## config.mk

```make
export PLATFORM = sky130hd
export DESIGN_NAME = store_buffer
export DESIGN_NICKNAME = d
export VERILOG_FILES = /design/src/logic/stbuf_pkg.sv /design/src/logic/store_buffer.sv /design/src/logic/stbuf_fwd.sv /design/src/logic/stbuf_drain.sv /design/src/logic/stbuf_entry.sv /design/src/logic/stbuf_alloc.sv
export SDC_FILE = /design/constraint.sdc
export NUM_CORES = 1
export LEC_CHECK = 0
export BUFFER_PORTS_ARGS = -buffer_cell sky130_fd_sc_hd__buf_2
export CORE_AREA = 2 2 142 144
export DETAILED_ROUTE_END_ITERATION = 16
export DIE_AREA = 0 0 144 146
export PLACE_DENSITY = 0.8
export SETUP_SLACK_MARGIN = 0.15
export SLEW_MARGIN = 40
export SYNTH_ARGS = -nofsm -noshare
export SYNTH_HDL_FRONTEND = slang
export SYNTH_SLANG_ARGS = --single-unit
```

## constraint.sdc

```tcl
create_clock -name clk -period 4.9 [get_ports clk]
set_clock_uncertainty 0.1 [all_clocks]
set_input_delay 0.49 -clock clk [delete_from_list [all_inputs] [get_ports clk]]
set_output_delay 0.49 -clock clk [all_outputs]
set_load 0.02 [all_outputs]
```

## src/logic/stbuf_pkg.sv

```systemverilog
package stbuf_pkg;

   // ----------------------------------------
   // widths
   // ----------------------------------------
   localparam int ADDR_BITS  = 16;  // byte address
   localparam int DATA_WIDTH = 32;
   localparam int BYTE_WIDTH = 4;   // byte lanes per word
   localparam int OFF_BITS   = 2;   // byte offset in word
   localparam int WORD_BITS  = ADDR_BITS - OFF_BITS;

   // access size of a store
   typedef enum logic [1:0] {
      SZ_BYTE = 2'd0,
      SZ_HALF = 2'd1,
      SZ_WORD = 2'd2
   } size_t;

   // byte address, seen whole or split into word index and offset
   typedef union packed {
      logic [ADDR_BITS-1:0] raw;
      struct packed {
         logic [WORD_BITS-1:0] word;
         logic [OFF_BITS-1:0]  off;
      } f;
   } addr_u;

   // ----------------------------------------
   // packets
   // ----------------------------------------
   typedef struct packed {
      logic                  valid;  // one-cycle strobe
      addr_u                 addr;
      size_t                 size;
      logic [DATA_WIDTH-1:0] data;   // lane 0 aligned
   } st_req_t;

   typedef struct packed {
      logic                  vld;
      logic [WORD_BITS-1:0]  word;
      logic [BYTE_WIDTH-1:0] byteen;
      logic [DATA_WIDTH-1:0] data;
   } entry_t;

   typedef struct packed {
      logic  valid;
      addr_u addr;
   } ld_query_t;

   typedef struct packed {
      logic [BYTE_WIDTH-1:0] byteen;
      logic [DATA_WIDTH-1:0] data;
   } fwd_t;

endpackage
```

## src/logic/store_buffer.sv

```systemverilog
module store_buffer #(
   parameter int DEPTH = 4
) (
   input  logic                 clk,
   input  logic                 rst_n,
   input  stbuf_pkg::st_req_t   store_req,
   input  stbuf_pkg::ld_query_t ld_query,
   input  logic                 drain_ack,
   output logic                 drain_valid,
   output stbuf_pkg::entry_t    drain_head,
   output stbuf_pkg::fwd_t      fwd,
   output logic                 full,
   output logic                 empty
);

   stbuf_pkg::entry_t [DEPTH-1:0] entries;   // live state of every entry
   logic [DEPTH-1:0]              wr_en;
   logic [DEPTH-1:0]              clr;       // one-hot, head pop
   stbuf_pkg::entry_t             wr_data;

   // ----------------------------------------
   // allocation and coalescing
   // ----------------------------------------
   stbuf_alloc #(
      .DEPTH (DEPTH)
   ) u_alloc (
      .clk       (clk),
      .rst_n     (rst_n),
      .store_req (store_req),
      .entries   (entries),
      .clr       (clr),
      .wr_en     (wr_en),
      .wr_data   (wr_data)
   );

   // ----------------------------------------
   // entry storage
   // ----------------------------------------
   for (genvar i = 0; i < DEPTH; i++) begin : g_entry
      stbuf_entry u_entry (
         .clk     (clk),
         .rst_n   (rst_n),
         .wr_en   (wr_en[i]),
         .clr     (clr[i]),
         .wr_data (wr_data),
         .entry   (entries[i])
      );
   end

   // ----------------------------------------
   // drain side
   // ----------------------------------------
   stbuf_drain #(
      .DEPTH (DEPTH)
   ) u_drain (
      .clk         (clk),
      .rst_n       (rst_n),
      .entries     (entries),
      .drain_ack   (drain_ack),
      .drain_valid (drain_valid),
      .drain_head  (drain_head),
      .clr         (clr),
      .full        (full),
      .empty       (empty)
   );

   // load forwarding, zero latency
   stbuf_fwd #(
      .DEPTH (DEPTH)
   ) u_fwd (
      .ld_query (ld_query),
      .entries  (entries),
      .fwd      (fwd)
   );

endmodule

```

## src/logic/stbuf_fwd.sv

```systemverilog
module stbuf_fwd #(
   parameter int DEPTH = 4
) (
   input  stbuf_pkg::ld_query_t          ld_query,
   input  stbuf_pkg::entry_t [DEPTH-1:0] entries,
   output stbuf_pkg::fwd_t               fwd
);

   logic [DEPTH-1:0] match;

   // ----------------------------------------
   // word compare
   // ----------------------------------------
   for (genvar i = 0; i < DEPTH; i++) begin : g_match
      assign match[i] = ld_query.valid & entries[i].vld &
                        (entries[i].word == ld_query.addr.f.word);
   end

   // or-reduce over matches, zero when none hit
   always_comb begin
      fwd = '0;
      for (int i = 0; i < DEPTH; i++) begin
         if (match[i]) begin
            fwd.byteen = fwd.byteen | entries[i].byteen;
            fwd.data   = fwd.data | entries[i].data;
         end
      end
   end

   // coalescing in alloc keeps one live entry per word
   always_comb begin
      a_match_onehot: assert final ($onehot0(match))
         else $error("load matched several entries");
   end

endmodule

```

## src/logic/stbuf_drain.sv

```systemverilog
module stbuf_drain #(
   parameter int DEPTH = 4
) (
   input  logic                          clk,
   input  logic                          rst_n,
   input  stbuf_pkg::entry_t [DEPTH-1:0] entries,
   input  logic                          drain_ack,
   output logic                          drain_valid,
   output stbuf_pkg::entry_t             drain_head,
   output logic [DEPTH-1:0]              clr,
   output logic                          full,
   output logic                          empty
);

   localparam int PTR_BITS = (DEPTH > 1) ? $clog2(DEPTH) : 1;
   localparam int CNT_BITS = $clog2(DEPTH + 1);

   logic [PTR_BITS-1:0] rd_ptr;
   logic [CNT_BITS-1:0] count;   // valid entries
   logic                pop;

   // ----------------------------------------
   // head presentation
   // ----------------------------------------
   assign drain_head  = entries[rd_ptr];
   assign drain_valid = drain_head.vld;
   assign pop         = drain_ack & drain_valid;

   // one-hot clear of the head
   for (genvar i = 0; i < DEPTH; i++) begin : g_clr
      assign clr[i] = pop & (rd_ptr == PTR_BITS'(i));
   end

   always_ff @(posedge clk or negedge rst_n) begin
      if (!rst_n) begin
         rd_ptr <= '0;
      end else if (pop) begin
         rd_ptr <= (rd_ptr == PTR_BITS'(DEPTH - 1)) ? '0 : rd_ptr + 1'b1;
      end
   end

   // ----------------------------------------
   // occupancy
   // ----------------------------------------
   always_comb begin
      count = '0;
      for (int i = 0; i < DEPTH; i++) begin
         count = count + CNT_BITS'(entries[i].vld);
      end
   end

   assign full  = (count == CNT_BITS'(DEPTH));
   assign empty = (count == '0);

   // memory side may only pop a presented head
   a_ack_has_head: assert property (@(posedge clk) disable iff (!rst_n)
      drain_ack |-> drain_valid)
      else $error("drain_ack without drain_valid");

   // in-order drain: head empty means the whole buffer is empty
   a_head_order: assert property (@(posedge clk) disable iff (!rst_n)
      !drain_valid |-> empty)
      else $error("valid entries behind an empty head");

endmodule

```

## src/logic/stbuf_entry.sv

```systemverilog
module stbuf_entry (
   input  logic              clk,
   input  logic              rst_n,
   input  logic              wr_en,
   input  logic              clr,
   input  stbuf_pkg::entry_t wr_data,
   output stbuf_pkg::entry_t entry
);

   logic                             vld_q;
   logic [stbuf_pkg::WORD_BITS-1:0]  word_q;
   logic [stbuf_pkg::BYTE_WIDTH-1:0] byteen_q;
   logic [stbuf_pkg::DATA_WIDTH-1:0] data_q;

   // ----------------------------------------
   // control state
   // ----------------------------------------
   always_ff @(posedge clk or negedge rst_n) begin
      if (!rst_n) begin
         vld_q    <= 1'b0;
         byteen_q <= '0;
      end else if (clr) begin
         vld_q    <= 1'b0;
         byteen_q <= '0;   // next allocation starts clean
      end else if (wr_en) begin
         vld_q    <= 1'b1;
         byteen_q <= byteen_q | wr_data.byteen;  // merge
      end
   end

   // ----------------------------------------
   // payload
   // ----------------------------------------
   always_ff @(posedge clk) begin
      if (wr_en) begin
         word_q <= wr_data.word;
         // only newly written lanes change, older bytes stay
         for (int b = 0; b < stbuf_pkg::BYTE_WIDTH; b++) begin
            if (wr_data.byteen[b]) begin
               data_q[8*b +: 8] <= wr_data.data[8*b +: 8];
            end
         end
      end
   end

   always_comb begin
      entry.vld    = vld_q;
      entry.word   = word_q;
      entry.byteen = byteen_q;
      entry.data   = data_q;
   end

   // alloc masks cleared entries out of coalescing, drain owns clr
   a_wr_clr_excl: assert property (@(posedge clk) disable iff (!rst_n)
      !(wr_en && clr))
      else $error("entry written and cleared in one cycle");

endmodule

```

## src/logic/stbuf_alloc.sv

```systemverilog
module stbuf_alloc #(
   parameter int DEPTH = 4
) (
   input  logic                                clk,
   input  logic                                rst_n,
   input  stbuf_pkg::st_req_t                  store_req,
   input  stbuf_pkg::entry_t [DEPTH-1:0]       entries,
   input  logic [DEPTH-1:0]                    clr,
   output logic [DEPTH-1:0]                    wr_en,
   output stbuf_pkg::entry_t                   wr_data
);

   localparam int PTR_BITS = (DEPTH > 1) ? $clog2(DEPTH) : 1;

   logic [PTR_BITS-1:0]              wr_ptr;
   logic [DEPTH-1:0]                 match;      // coalesce candidates
   logic                             coalesce;
   logic                             alloc_en;   // new entry at wr_ptr
   logic [stbuf_pkg::BYTE_WIDTH-1:0] size_be;
   logic [stbuf_pkg::BYTE_WIDTH-1:0] new_be;
   logic [stbuf_pkg::DATA_WIDTH-1:0] lane_data;

   // ----------------------------------------
   // byte enables and lane placement
   // ----------------------------------------
   always_comb begin
      case (store_req.size)
         stbuf_pkg::SZ_BYTE: size_be = 4'b0001;
         stbuf_pkg::SZ_HALF: size_be = 4'b0011;
         stbuf_pkg::SZ_WORD: size_be = 4'b1111;
         default:            size_be = 4'b0000;
      endcase
   end

   assign new_be    = size_be << store_req.addr.f.off;
   assign lane_data = store_req.data << (8 * store_req.addr.f.off);

   // ----------------------------------------
   // coalesce match
   // ----------------------------------------
   // an entry being drained this cycle cannot take the store
   for (genvar i = 0; i < DEPTH; i++) begin : g_match
      assign match[i] = entries[i].vld & ~clr[i] &
                        (entries[i].word == store_req.addr.f.word);
   end

   assign coalesce = |match;
   assign alloc_en = store_req.valid & ~coalesce;

   for (genvar i = 0; i < DEPTH; i++) begin : g_wr_en
      assign wr_en[i] = store_req.valid &
                        (match[i] | (~coalesce & (wr_ptr == PTR_BITS'(i))));
   end

   always_comb begin
      wr_data        = '0;
      wr_data.vld    = store_req.valid;   // entries set vld themselves
      wr_data.word   = store_req.addr.f.word;
      wr_data.byteen = new_be;
      wr_data.data   = lane_data;
   end

   // write pointer, wraps at DEPTH
   always_ff @(posedge clk or negedge rst_n) begin
      if (!rst_n) begin
         wr_ptr <= '0;
      end else if (alloc_en) begin
         wr_ptr <= (wr_ptr == PTR_BITS'(DEPTH - 1)) ? '0 : wr_ptr + 1'b1;
      end
   end

   // ----------------------------------------
   // checks
   // ----------------------------------------
   // a store while full has to coalesce, else it would overwrite a live entry
   a_alloc_free: assert property (@(posedge clk) disable iff (!rst_n)
      alloc_en |-> !entries[wr_ptr].vld)
      else $error("store allocated into a valid entry");

   a_store_aligned: assert property (@(posedge clk) disable iff (!rst_n)
      store_req.valid |->
         ((store_req.size == stbuf_pkg::SZ_BYTE) ||
          (store_req.size == stbuf_pkg::SZ_HALF && !store_req.addr.f.off[0]) ||
          (store_req.size == stbuf_pkg::SZ_WORD && store_req.addr.f.off == '0)))
      else $error("misaligned or bad size store");

endmodule

```

# --- After elaboration in Yosys (flattened, before gate mapping) ---
# Index checks and enable logic that the tools add are counted.
# Widths: inputs -> output; s select.
word_totals:
  reg_bits: 208
  input_bits: 71
  out_inout_bits: 90
  wordCells: 154
op_classes:
  n_addsub: 5
  n_lt_le_gt_ge: 1
  n_eq_ne: 17
  shifts: 2
  n_mux: 25
  bitwise_logic: 49
  n_reduce_logical: 25
op_table:
  columns: ["op", "n"]
  rows:
  - ["$mux 36", 4]
  - ["$eq 14x14->1", 8]
  - ["$bmux 51 s2", 1]
  - ["$or 32x32->32", 3]
  - ["$mux 51", 1]
  - ["$mux 4", 8]
  - ["$reduce_and 2->1", 16]
  - ["$shl 32x5->32", 1]
  - ["$and 1x1->1", 30]
  - ["$or 4x4->4", 7]
  - ["$pmux 4 s3", 1]
  - ["$eq 2x2->1 const B", 5]
  - ["$mux 1", 8]
  - ["$reduce_bool 2->1", 4]
  - ["$add 3x1->3", 2]
  - ["$eq 2x1->1 const B", 3]
  - ["$logic_not 2->1", 3]
  - ["$not 1->1", 5]
  - ["$add 2x1->2 const B", 2]
  - ["$mux 2", 2]
  - ["$or 1x1->1", 4]
  - ["$reduce_or 4->1", 1]
  - ["$shl 4x2->4", 1]
  - ["$eq 3x3->1 const B", 1]
  - ["other kinds (3)", 3]

# --- Depth between registers and ports, before layout ---
# Gate-level depths: netlist of the first run.
depth:
  word_depth: 14
  depth_mapped: 13
  mapped_depth_nobuf: 8

# --- By module ---
# A second synthesis of the first run with hierarchy kept.
unflattened:
  cells_unflattened: 981
  area_unflattened_um2: 12061.6
by_module_without_submodules:
  columns: ["mod", "instances", "cells_each", "area_per_inst_um2", "seq_area_each_um2"]
  rows:
  - ["stbuf_entry", 4, 66, 1586.5, 1506.4]
  - ["stbuf_fwd", 1, 416, 2597.5, 0.0]
  - ["stbuf_alloc", 1, 212, 1591.5, 50.0]
  - ["stbuf_drain", 1, 89, 1526.5, 50.0]

# --- Worst setup path before layout of the first run ---
# No wires, ideal clock.
synth_timing:
  path_type: "register to register"
  startpoint: "register u_drain.rd_ptr[1]"
  endpoint: "register g_entry[0].u_entry.word_q[0] (netlist bit), enable pin"
  setup_ns: 0.407
  arrival_time_ns: 3.637
  required_ns: 4.393
  path_slack_ns: 0.756
  stages_incl_launch_ff: 13
  n_path_buf: 5
  synth_period_minus_slack_ns: 4.144
  cell_sequence: "dfrtp_1 > buf_2 > clkbuf_1 > clkbuf_1 > inv_1 > ha_1 > nand3_1 > o32ai_1 > nor4_1 > nand2b_1 > buf_2 > buf_2 > a21boi_0"
synth_between:
  elab_chain_len: 12
  elab_cells_between_ends: 28
  cone_classes: "eq/ne (3); mux (2); bitwise (21); reduce/logical (2)"
synth_rtl:
  columns: ["item", "line_no", "rtl"]
  rows:
  - ["start, declared", "stbuf_drain.sv:18", "logic [PTR_BITS-1:0] rd_ptr;"]
  - ["start signal, assigned", "stbuf_drain.sv:38", "rd_ptr <= (rd_ptr == PTR_BITS'(DEPTH - 1)) ? '0 : rd_ptr + 1'b1;"]
  - ["$bmux 51 s2", "stbuf_drain.sv:25", "assign drain_head = entries[rd_ptr];"]
  - ["$mux 51 (implied by the code)", "stbuf_drain.sv:25", null]
  - ["$and 1x1->1", "stbuf_drain.sv:27", "assign pop = drain_ack & drain_valid;"]
  - ["$and 1x1->1", "stbuf_drain.sv:31", "assign clr[i] = pop & (rd_ptr == PTR_BITS'(i));"]
  - ["$not 1->1", "stbuf_alloc.sv:43", "assign match[i] = entries[i].vld & ~clr[i] &"]
  - ["$and 1x1->1 (2 in series)", "stbuf_alloc.sv:43", null]
  - ["$reduce_or 4->1", "stbuf_alloc.sv:47", "assign coalesce = |match;"]
  - ["$not 1->1", "stbuf_alloc.sv:52", "(match[i] | (~coalesce & (wr_ptr == PTR_BITS'(i))));"]
  - ["$and 1x1->1", "stbuf_alloc.sv:52", null]
  - ["$or 1x1->1 *", "stbuf_alloc.sv:52", null]
  - ["$and 1x1->1 *", "stbuf_alloc.sv:51", "assign wr_en[i] = store_req.valid &"]
  - ["net g_entry[0].u_entry.wr_en", "stbuf_entry.sv:4", "input logic wr_en,"]
  - ["end signal, assigned", "stbuf_entry.sv:36", "word_q <= wr_data.word;"]
  - ["end, declared", "stbuf_entry.sv:11", "logic [stbuf_pkg::WORD_BITS-1:0] word_q;"]
# Mark *: on every way through the listed nets, which the timed path passes. The rest lies on a longest branch. The select of a mux whose other input is x is not followed.
# A chain may end at the register's enable or synchronous reset.

# --- Worst setup path after layout of the first run ---
layout_timing:
  startpoint: "register u_drain.rd_ptr[0]"
  endpoint: "register g_entry[0].u_entry.data_q[31] (netlist bit), enable pin"
layout_between:
  elab_chain_len: 13
  elab_cells_between_ends: 29
  cone_classes: "eq/ne (3); mux (2); bitwise (21); reduce/logical (3)"
layout_rtl:
  columns: ["item", "line_no", "rtl"]
  rows:
  - ["$bmux 51 s2", "stbuf_drain.sv:25", null]
  - ["$mux 51 (implied by the code)", "stbuf_drain.sv:25", null]
  - ["$and 1x1->1", "stbuf_drain.sv:27", null]
  - ["$and 1x1->1", "stbuf_drain.sv:31", null]
  - ["$not 1->1", "stbuf_alloc.sv:43", null]
  - ["$and 1x1->1 (2 in series)", "stbuf_alloc.sv:43", null]
  - ["$reduce_or 4->1", "stbuf_alloc.sv:47", null]
  - ["$not 1->1", "stbuf_alloc.sv:52", null]
  - ["$and 1x1->1", "stbuf_alloc.sv:52", null]
  - ["$or 1x1->1 *", "stbuf_alloc.sv:52", null]
  - ["$and 1x1->1 *", "stbuf_alloc.sv:51", null]
  - ["$reduce_and 2->1 (no source line) *", null, null]
  - ["end signal, assigned by index", "stbuf_entry.sv:40", "data_q[8*b +: 8] <= wr_data.data[8*b +: 8];"]
  - ["end, declared", "stbuf_entry.sv:13", "logic [stbuf_pkg::DATA_WIDTH-1:0] data_q;"]
# Mark *: on every way between the ends. The rest lies on a longest branch, timed or not. The select of a mux whose other input is x is not followed.

==> results of run 1 <==
## cells in the mapped netlist (2+ instances only)
library cell,count
edfxtp_1,184
xnor2_1,82
a22oi_1,73
nand2_1,72
mux4_2,51
clkbuf_1,44
nor2_1,33
a21oi_1,31
xor2_1,30
nand4_1,29
dfrtp_1,24
mux2i_1,19
and4b_1,14
o31a_1,14
and2_1,12
ha_1,12
nand3_1,11
inv_1,10
o21ai_0,10
a211oi_1,9
buf_2,9
nor2b_1,9
nor4_1,9
buf_1,6
a21boi_0,4
a31oi_1,4
nor3_1,4
mux2_2,3
nand2b_1,3
nand4b_1,3
and3_1,2
and3b_1,2
nand3b_1,2
o32ai_1,2
## worst max path at each step
stage          slack [ns]                       endpoint               from  cells past startpoint
6_report             1.14  g_entry[0].u_entry.data_q[31]  u_drain.rd_ptr[0]                      7
5_1_grt              0.90  g_entry[0].u_entry.data_q[24]  u_drain.rd_ptr[0]                      7
4_1_cts              0.97  g_entry[1].u_entry.data_q[14]  u_drain.rd_ptr[0]                      7
3_5_place_dp         0.98  g_entry[0].u_entry.data_q[14]  u_drain.rd_ptr[0]                      7
3_3_place_gp         1.10   g_entry[0].u_entry.data_q[9]  u_drain.rd_ptr[0]                      7
2_1_floorplan        0.76   g_entry[0].u_entry.word_q[0]  u_drain.rd_ptr[1]                     12
## routing by layer
layer | vias up | track usage | wire, um
met3 | 86 | 0.0448 | 3240
met4 | 0 | 0.113 | 1090
met2 | 569 | 0.472 | 14800
met5 | - | 0 | 0
met1 | 3969 | 0.397 | 11500
li1 | 3533 | - | -
## final cells by class
class                      count  area, sq um
clock buffer                  27          591
sequential                   208         6130
inverter                      10         37.5
antenna                        1         2.50
clock inverter                12         67.6
multi-input combinational    560         4770
fill                        1397         6450
timing repair buffer         179          953
tap                          265          332
## power groups by stage
stage	logic (mW)	registers [mW]	clock network, mW
after detailed placement	2.23	2.55	0
final	2.27	2.52	1.53
after CTS	2.25	2.52	1.54
after global placement	2.21	2.53	0
after global routing	2.40	2.55	1.61
after floorplan	1.63	2.40	0
## sequential cells by signal, indices dropped and copies added (netlist names)
name	flops
g_entry.u_entry.data_q	128
g_entry.u_entry.vld_q	4
g_entry.u_entry.word_q	56
g_entry.u_entry.byteen_q	16
u_alloc.wr_ptr	2
u_drain.rd_ptr	2
## cells by family (layout without fill, tap and decap cells)
kind of cell             Yosys count  after routing  share of synthesized area
flip-flops                       208            208                      0.551
buffers and inverters             71            228                     0.0260
other                              0              1                          0
AND/OR/NAND/NOR                  211            211                      0.102
XOR/XNOR                         112            112                     0.0882
multiplexers                      73             73                      0.123
adder cells (fa/ha/maj)           13             13                     0.0153
AO/OA/AOI/OAI                    151            151                     0.0943
## per-stage QoR
| step | setup WS (ns) | hold slack [ns] | util |
|---|---|---|---|
| after floorplan | 0.756 | 0.0944 | - |
| after global placement | 1.10 | 0.409 | 0.629 |
| after detailed placement | 0.985 | 0.413 | 0.630 |
| after CTS | 0.972 | 0.190 | 0.665 |
| after global routing | 0.902 | 0.210 | 0.666 |
| final | 1.14 | 0.206 | 0.667 |
==> run_results.csv, run 1 <==
group,metric,value,unit
finish,drive_gt1_frac,0.284,
sta,setup_viol,0,
power,p_leak,4.71,nW
synth,yosysWarningCount,0,
synth,synth_cells,839,
cts,cts_tree,"done",
synth,synth-edff-count,184,
cts,cts.sinks,208,
die,die_w,144,um
synth,async_flop_share,0.115,
synth,yosys.area.top_type,"edfxtp_1",
power,combPwrFrac,0.359,
routing,vias,8157,
worst_setup_path,crit_slowest_cell,"dfrtp_4",
die,start_util,0.575,
power,powerDensity,491,nW/um^2
die,die_h,146,um
sta,slew_viol_final,0,
cts,clockBufferDepth,3,
routing,dr.pass1.iters,6,
worst_setup_path,required,4.93,ns
cts,cts_buffers,22,
die,die-area,21000,sq um
cts,clk_pin_slew,0.06,ns
placement,placed_cell_area,12200,sq um
worst_setup_path,r2r-start,"u_drain.rd_ptr[0]",
cts,root_buffer,"clkbuf_16",
synth,synth_area_leaders,"edfxtp_1 (50%), mux4_2 (10%), xnor2_1 (6.5%), dfrtp_1 (5.4%), a22oi_1 (4.9%)",
synth,synth_nets,923,
sta,rsz0062_at_grt,"no",
routing,drc_errors,0,
synth,postSynthAreaPerCell,13.3,sq um
global_routing,grt-ovfl-total,0,
worst_setup_path,cp_max_fo,31,
synth,mappedNetlistArea,11100,sq um
routing,wl,30700,um
cts,cts_htree_levels,1,
placement,dp.cells,1221,
synth,synth-seq-cells,208,
min_path,hp-class,"in -> reg",
power,swShare,0.361,
finish,nets,1065,
worst_setup_path,path_cells,"buf_4 > ha_1 > and3_4 > nor4_4 > nand2_2 > nand3_1 > a21oi_2",
flow_run,cap_violations,0,
placement,port_buffers,158,
synth,synth_flop_cell,"edfxtp_1",
routing,drt_iter0_drc,931,
power,irDropWorstVdd,0.000375,V
die,io-pin-count,161,
global_routing,grt_max_degree,41,
finish,stdcell_area,12900,sq um
synth,ys_types,47,
die,rows,51,
worst_setup_path,worst_ep_arrival_time,3.79,ns
finish,final_cell_mix,"edfxtp_1 (184), buf_2 (157), xnor2_1 (82)",
power,seqPwrFrac,0.399,
worst_setup_path,critical_path.top_delay_family,"simple AND/OR/NAND/NOR gates",
finish,stdcell_count,1262,
power,power,6.33,mW
power,power.share.clock,0.242,
min_path,holdPathStages,1,
worst_setup_path,crit_path_end_kind,"flip-flop",
power,intPower,4.04,mW
worst_setup_path,r2r_setup_slack,1.14,ns
cts,ctsHoldBuffers,1,
sta,min_period,3.76,ns
synth,yosysTopAreaCellShare,0.497,
sta,period_share,0.767,
global_routing,grt_pass1_wl,46300,um
cts,clk_latency,0.51,ns
worst_setup_path,cp_num_buf_inv,1,
sta,setup_tns,0,ns
sta,hold_viol,0,
worst_setup_path,cp-start-kind,"flip-flop",
finish,area_growth,15.9,%
die,core,19300,sq um
global_routing,antenna_found_initial,1,
sta,tightest_slew,0.731,ns
sta,max_slew_margin,0.513,
worst_setup_path,path_class,"reg -> reg",
min_path,whs_endpoint,"g_entry[3].u_entry.word_q[0]",
cts,cts_resized,0,
power,p_switching,2.28,mW
global_routing,grt_pass1_vias,8222,
placement,hpwlAfterDp,20700,um
placement,gp_congestion,0.938,
worst_setup_path,max_stage_delay,0.84,ns
routing,wl_per_cell,24.3,um
min_path,hp-start,"store_req[36]",
sta,fmax,266,MHz
routing,ant_nets,0,
status,status,"finished clean",
synth,yosysSeqAreaShare,0.551,
worst_setup_path,rr_endpoint,"g_entry[0].u_entry.data_q[31]",
finish,layout_commonest_cell,"edfxtp_1",
worst_setup_path,rr_worst_depth,7,
global_routing,grt_use_total,0.291,
cts,post_cts_buffers,0,
routing,viasPerCell,6.46,
Note: power is estimated with default switching activity, not from simulation.
==> inputs of run 2 (changes only) <==
--- a/config.mk
+++ b/config.mk
@@ -5,11 +5,12 @@
 export SDC_FILE = /design/constraint.sdc
 export NUM_CORES = 1
 export LEC_CHECK = 0
+export ABC_AREA = 1
 export BUFFER_PORTS_ARGS = -buffer_cell sky130_fd_sc_hd__buf_2
-export CORE_AREA = 2 2 142 144
+export CORE_AREA = 2 2 145 147
 export DETAILED_ROUTE_END_ITERATION = 16
-export DIE_AREA = 0 0 144 146
-export PLACE_DENSITY = 0.8
+export DIE_AREA = 0 0 147 149
+export PLACE_DENSITY = 0.81
 export SETUP_SLACK_MARGIN = 0.15
 export SLEW_MARGIN = 40
 export SYNTH_ARGS = -nofsm -noshare
==> constraint.sdc (replaced) <==
create_clock -name clk -period 3.9 [get_ports clk]
set_clock_uncertainty 0.1 [all_clocks]
set_input_delay 0.39 -clock clk [delete_from_list [all_inputs] [get_ports clk]]
set_output_delay 0.39 -clock clk [all_outputs]
set_load 0.02 [all_outputs]
==> run 2 against run 1 <==
Compared with the run above:
- via count increased by 41%
- synthesized cell count increased by 67%
- cell count increased by 47%
- final area increased by 8.1%
- register-to-register slack got worse by 0.47 ns
- count of clock-buffer cells in the layout decreased by 2
- largest power group is now combinational cells
- clock power increased by 67%
- die area increased by 4.2%
- power increased by 46%
- flip-flop and latch count unchanged
- first-iteration DRC count increased by 44%
==> run_results.csv, run 2 <==
group,metric,value,unit
cts,clockBufferDepth,3,
worst_setup_path,path_cells,"inv_1 > nand2_1 > o21ai_0 > a221oi_1 > nand2_1 > nor2_1 > nand2_1 > clkinv_1 > buf_12 > nand2_1 > nand4_1 > buf_2",
status,status,"finished clean",
finish,stdcell_area,13900,sq um
power,p_leak,5.96,nW
min_path,hp-class,"in -> reg",
synth,mappedNetlistArea,11900,sq um
worst_setup_path,crit_path_end_kind,"output pin",
worst_setup_path,worst_ep_arrival_time,3.12,ns
min_path,holdPathStages,1,
routing,wl_met3,5030,um
min_path,whs_endpoint,"g_entry[3].u_entry.word_q[7]",
placement,port_buffers,158,
finish,largestRegisters,"g_entry.u_entry.data_q: 128 flops, g_entry.u_entry.word_q: 56 flops, g_entry.u_entry.byteen_q: 16 flops",
routing,wl_met2,19000,um
worst_setup_path,rr_endpoint,"g_entry[0].u_entry.data_q[4]",
finish,fill_cells,1659,
sta,max_slew_margin,0.446,
worst_setup_path,critical_path.top_delay_family,"buffers and inverters",
power,irDropWorstVdd,0.000443,V
worst_setup_path,path_class,"reg -> out",
flow_run,cap_violations,0,
sta,fmax,277,MHz
placement,hpwlAfterDp,29400,um
worst_setup_path,cp-start-kind,"flip-flop",
synth,synth-edff-count,184,
routing,wl_per_cell,22.4,um
synth,ys_types,43,
routing,dr.pass1.iters,8,
routing,vias,11500,
synth,async_flop_share,0.115,
synth,synth.most_common_cell,"nand2_1",
worst_setup_path,rr_worst_depth,11,
cts,clk_pin_slew,0.07,ns
cts,clk_latency,0.53,ns
die,io-pin-count,161,
finish,final_cell_mix,"nand2_1 (359), edfxtp_1 (184), nor2_1 (164)",
die,die_h,149,um
placement,placed_cell_area,13000,sq um
sta,setup_viol,0,
placement,gp_congestion,1.01,
worst_setup_path,cp_num_buf_inv,4,
worst_setup_path,r2r_setup_slack,0.67,ns
worst_setup_path,required,3.41,ns
die,die_w,147,um
sta,setup_tns,0,ns
global_routing,grt_use_total,0.372,
global_routing,grt-ovfl-total,0,
synth,yosys.area.top_type,"edfxtp_1",
cts,cts_buffers,23,
routing,wirelength_met1,15700,um
sta,min_period,3.61,ns
min_path,hp-start,"store_req[43]",
routing,highest_layer,"met4",
synth,synthTopCellsByCount,"nand2_1 (359), edfxtp_1 (184), nor2_1 (165)",
worst_setup_path,worstSetupPathDepth,12,
synth,yosysTopAreaCellShare,0.466,
die,die-area,21900,sq um
global_routing,grt_max_degree,80,
routing,viasPerCell,6.24,
cts,root_buffer,"clkbuf_16",
global_routing,grt_pass1_wl,62100,um
synth,postSynthAreaPerCell,8.47,sq um
worst_setup_path,crit_slowest_cell,"clkinv_1",
synth,synth_area_leaders,"edfxtp_1 (47%), nand2_1 (11%), nor2_1 (5.2%), dfrtp_1 (5.1%), o21ai_0 (4.7%)",
routing,drc_errors,0,
worst_setup_path,crit_top_cell,"nand2_1",
finish,nets,1642,
finish,n_antenna_cell,0,
routing,ant_nets,0,
worst_setup_path,cp_max_fo,23,
sta,slew_viol_final,0,
finish,drive_gt1_frac,0.170,
worst_setup_path,max_stage_delay,0.58,ns
sta,tightest_slew,0.830,ns
sta,rsz0062_at_grt,"no",
die,start_util,0.577,
cts,cts_tree,"done",
sta,period_share,0.926,
die,core,20600,sq um
sta,hold_viol,0,
finish,layout_commonest_cell,"nand2_1",
synth,yosysSeqAreaShare,0.516,
cts,cts_htree_levels,1,
worst_setup_path,r2r-start,"u_drain.rd_ptr[0]",
global_routing,grt_pass1_vias,11000,
synth,synth_cells,1401,
power,powerDensity,662,nW/um^2
synth,synth_flop_cell,"edfxtp_1",
cts,cts.sinks,208,
finish,area_growth,17.5,%
routing,wl,41500,um
global_routing,antenna_found_initial,0,
synth,synth_nets,1485,
die,rows,53,
routing,drt_iter0_drc,1337,
synth,synth-seq-cells,208,
cts,cts_resized,0,
finish,largest_reg_flops,128,
synth,yosysWarningCount,0,
finish,top_register,"g_entry.u_entry.data_q",
## run 2: changes by cell type after synthesis, sizes merged, moves of 66 or more
cell   previous run  this run
a22oi            73         7
inv              10       120
nand2            73       367
nor2             33       166
o21ai            10       113
xnor2            82        16
## run 2: area by class of cell
type	instances	area, sq um	area share
inverters	122	459	0.0329
clock inverters	17	294	0.0211
clock buffers	25	593	0.0425
repair buffers	194	1080	0.0772
multi-input cells	1009	5040	0.362
flip-flops and latches	208	6130	0.440
well taps	275	344	0.0247
## run 2: cells by family (layout without fill, tap and decap cells)
family / after synthesis / in the layout / share of synthesized area
compound gates: 288 / 288 / 0.133
xor+xnor: 20 / 20 / 0.0148
fa+ha+maj: 13 / 13 / 0.0143
buf+inv: 184 / 358 / 0.0592
flops: 208 / 208 / 0.516
mux: 6 / 6 / 0.00506
simple gates: 682 / 682 / 0.257
## run 2: worst max path at each step
stage / start / to / slack, ns
4_1_cts: g_entry[0].u_entry.word_q[6] / fwd[22] / 0.35
3_5_place_dp: u_drain.rd_ptr[1] / g_entry[0].u_entry.data_q[4] / 0.79
6_report: g_entry[0].u_entry.word_q[6] / fwd[22] / 0.29
2_1_floorplan: u_drain.rd_ptr[0] / g_entry[1].u_entry.data_q[10] / 0.50
5_1_grt: g_entry[0].u_entry.word_q[6] / fwd[22] / 0.16
3_3_place_gp: u_drain.rd_ptr[0] / g_entry[0].u_entry.data_q[4] / 0.85
## run 2: report_power, final
part           internal, mW  switching [mW]
Sequential             2.75           0.330
Combinational          1.08            2.51
Clock                  1.63           0.924
## run 2: through the flow
stage / power, mW / util / worst slack [ns] / cells / hold slack (ns)
detailed placement: 6.61 / 0.634 / 0.785 / 1807 / 0.310
CTS: 9.15 / 0.678 / 0.348 / 1850 / 0.0865
global route: 9.63 / 0.678 / 0.164 / 1850 / 0.0896
floorplan: 5.36 / - / 0.498 / 1401 / -0.00559
global placement: 6.52 / 0.634 / 0.848 / 1807 / 0.307
finish: 9.23 / 0.678 / 0.288 / 1850 / 0.0951
## run 2: timing repair
| item | in CTS | in global routing |
|---|---|---|
| buffers inserted | 0 | 0 |
| hold endpoints to repair | 24 | 0 |
| hold buffers | 1 | 0 |
## run 2: layer usage
layer | global-route usage | vias up
met1 | 0.502 | 5375
met3 | 0.0752 | 123
li1 | - | 5174
met5 | 0 | -
met2 | 0.589 | 864
met4 | 0.169 | 0
==> inputs of run 3 (changes only) <==
--- a/config.mk
+++ b/config.mk
@@ -5,12 +5,12 @@
 export SDC_FILE = /design/constraint.sdc
 export NUM_CORES = 1
 export LEC_CHECK = 0
-export ABC_AREA = 1
+export ABC_AREA = 0
 export BUFFER_PORTS_ARGS = -buffer_cell sky130_fd_sc_hd__buf_2
-export CORE_AREA = 2 2 145 147
+export CORE_AREA = 2 2 142 144
 export DETAILED_ROUTE_END_ITERATION = 16
-export DIE_AREA = 0 0 147 149
-export PLACE_DENSITY = 0.81
+export DIE_AREA = 0 0 144 146
+export PLACE_DENSITY = 0.8
 export SETUP_SLACK_MARGIN = 0.15
 export SLEW_MARGIN = 40
 export SYNTH_ARGS = -nofsm -noshare
==> run 3 against run 2 <==
Compared with the run above:
- combinational power shrank 21%
- worst hold slack worse by 0.0047 ns
- wire length fell by 27%
- first-iteration DRC count down 28%
- register-to-register slack gained 0.13 ns
- die area decreased by 4.0%
- sequential power increased by 3%
- count of clock-buffer cells in the layout rose by 4
==> run_results.csv, run 3 (same netlist as run 1, synthesis figures left out) <==
group,metric,value,unit
worst_setup_path,path_cells,"xor2_1 > nor4_1 > nand4_1 > nor3_2 > buf_4 > a22oi_1 > nand2_1 > buf_2",
cts,cts_tree,"done",
placement,port_buffers,158,
sta,slew_viol_final,0,
global_routing,grt_use_met1,0.380,
worst_setup_path,r2r-start,"u_drain.rd_ptr[0]",
finish,n_antenna_cell,0,
routing,viasPerCell,6.37,
cts,root_buffer,"clkbuf_16",
power,irDropWorstVdd,0.000459,V
routing,vias,8118,
global_routing,grt_pass1_vias,8030,
power,seqPwrFrac,0.387,
power,intPower,5.35,mW
routing,drc_errors,0,
global_routing,grt-ovfl-total,0,
die,die-area,21000,sq um
die,core,19300,sq um
cts,clk_pin_slew,0.06,ns
min_path,holdPathStages,1,
worst_setup_path,cp-start-kind,"flip-flop",
worst_setup_path,path_class,"reg -> out",
min_path,hp-start,"store_req[44]",
global_routing,grt_use_total,0.285,
global_routing,grt_pass1_wl,45200,um
status,status,"finished clean",
die,rows,51,
sta,setup_ws,0.614,ns
placement,gp_congestion,1.01,
finish,final_cell_mix,"edfxtp_1 (184), buf_2 (157), xnor2_1 (82)",
worst_setup_path,crit_slowest_cell,"buf_4",
global_routing,top_usage_layer,"met2",
finish,largestRegisters,"g_entry.u_entry.data_q: 128 flops, g_entry.u_entry.word_q: 56 flops, g_entry.u_entry.byteen_q: 16 flops",
cts,cts.sinks,208,
finish,layout_commonest_cell,"edfxtp_1",
routing,wl_per_cell,23.7,um
routing,wl,30200,um
min_path,hp-class,"in -> reg",
sta,hold_viol,0,
cts,cts_htree_levels,1,
finish,top_register,"g_entry.u_entry.data_q",
sta,min_period,3.29,ns
sta,setup_viol,0,
die,die_h,146,um
flow_run,cap_violations,0,
placement,dpl_worst_slack,0.854,ns
routing,dr.pass1.iters,5,
power,powerDensity,628,nW/um^2
routing,ant_nets,0,
routing,drt_iter0_drc,965,
sta,hold_slack,0.0904,ns
finish,nets,1077,
power,p_leak,4.80,nW
worst_setup_path,max_stage_delay,0.47,ns
worst_setup_path,rr_worst_depth,7,
worst_setup_path,worst_ep_arrival_time,2.80,ns
cts,cts_resized,0,
worst_setup_path,cp_max_fo,36,
die,die_w,144,um
placement,hpwlAfterDp,20500,um
finish,drive_gt1_frac,0.280,
finish,largest_reg_flops,128,
power,p_switching,2.83,mW
global_routing,grt_max_degree,41,
power,combPwrFrac,0.346,
worst_setup_path,r2r_setup_slack,0.80,ns
global_routing,use_met3,0.0573,
die,start_util,0.575,
cts,clk_latency,0.52,ns
sta,fmax,304,MHz
finish,area_growth,17.1,%
sta,setup_tns,0,ns
min_path,whs_endpoint,"g_entry[2].u_entry.word_q[8]",
power,power.share.clock,0.267,
cts,clockBufferDepth,3,
worst_setup_path,crit_path_end_kind,"output pin",
sta,tightest_slew,0.781,ns
global_routing,met2_usage,0.466,
global_routing,antenna_found_initial,0,
worst_setup_path,crit_path_start,"g_entry[3].u_entry.word_q[11]",
worst_setup_path,required,3.41,ns
worst_setup_path,rr_endpoint,"g_entry[0].u_entry.word_q[5]",
power,swShare,0.346,
cts,cts_buffers,23,
die,io-pin-count,161,
sta,max_slew_margin,0.479,
sta,rsz0062_at_grt,"no",
sta,period_share,0.843,
-- run 3: changes by cell type in the layout (fill, tap and decap cells not counted), moves of 26 or more --
cell / previous run / this run
mux4_2: 0 / 51
nor2_1: 164 / 33
o22ai_1: 63 / 1
xnor2_1: 16 / 82
nand4_1: 68 / 29
a22oi_1: 7 / 73
xor2_1: 4 / 30
nand2_1: 359 / 72
o21ai_0: 111 / 10
inv_1: 115 / 10
a21oi_1: 93 / 31
nand3_1: 52 / 11
-- run 3: routing by layer --
layer / wire, um / part of all wire
met1: 11100 / 0.37
met3: 3290 / 0.11
met4: 1020 / 0.034
met2: 14800 / 0.49
met5: 0 / 0
-- run 3: critical path, delay by kind of cell, from the launching register on --
family	cells	cell delay [ns]
AO/OA/AOI/OAI	1	0.14
flip-flops	1	0.44
buffers and inverters	2	0.66
XOR/XNOR	1	0.19
AND/OR/NAND/NOR	4	0.83
-- run 3: final cells by class --
type	count	area, sq um
clock buffer	29	598
clock inverter	12	155
fill	1367	6310
inverter	10	37.5
multi-input combinational	560	4730
sequential	208	6130
tap	265	332
timing repair buffer	190	1040
-- run 3: power groups by stage --
stage / combinational, mW / sequential (mW) / clock, mW
floorplan: 2.06 / 3.02 / 0
finish: 2.83 / 3.16 / 2.18
global placement: 2.78 / 3.18 / 0
detailed placement: 2.81 / 3.20 / 0
global route: 3.00 / 3.20 / 2.29
CTS: 2.83 / 3.15 / 2.20
-- run 3: worst max-delay path by stage --
stage | endpoint | slack, ns | cells past startpoint
detailed placement | g_entry[0].u_entry.word_q[11] | 0.85 | 7
finish | fwd[15] | 0.61 | 8
global placement | g_entry[2].u_entry.byteen_q[0] | 0.89 | 7
CTS | fwd[15] | 0.63 | 8
global route | fwd[15] | 0.46 | 8
floorplan | g_entry[1].u_entry.word_q[0] | 0.35 | 10
-- run 3: repair_timing --
action                                 in CTS  in global routing
setup buffers                               0                  0
endpoints found under the hold margin      24                  0
hold buffers                                1                  0
-- run 3: metrics by stage --
stage	area, sq um	instances	util	total power [mW]
2_1_floorplan	11100	839	-	5.07
5_1_grt	13000	1274	0.674	8.49
3_3_place_gp	12300	1232	0.634	5.96
6_report	13000	1274	0.674	8.17
3_5_place_dp	12300	1232	0.634	6.01
4_1_cts	13000	1274	0.673	8.19
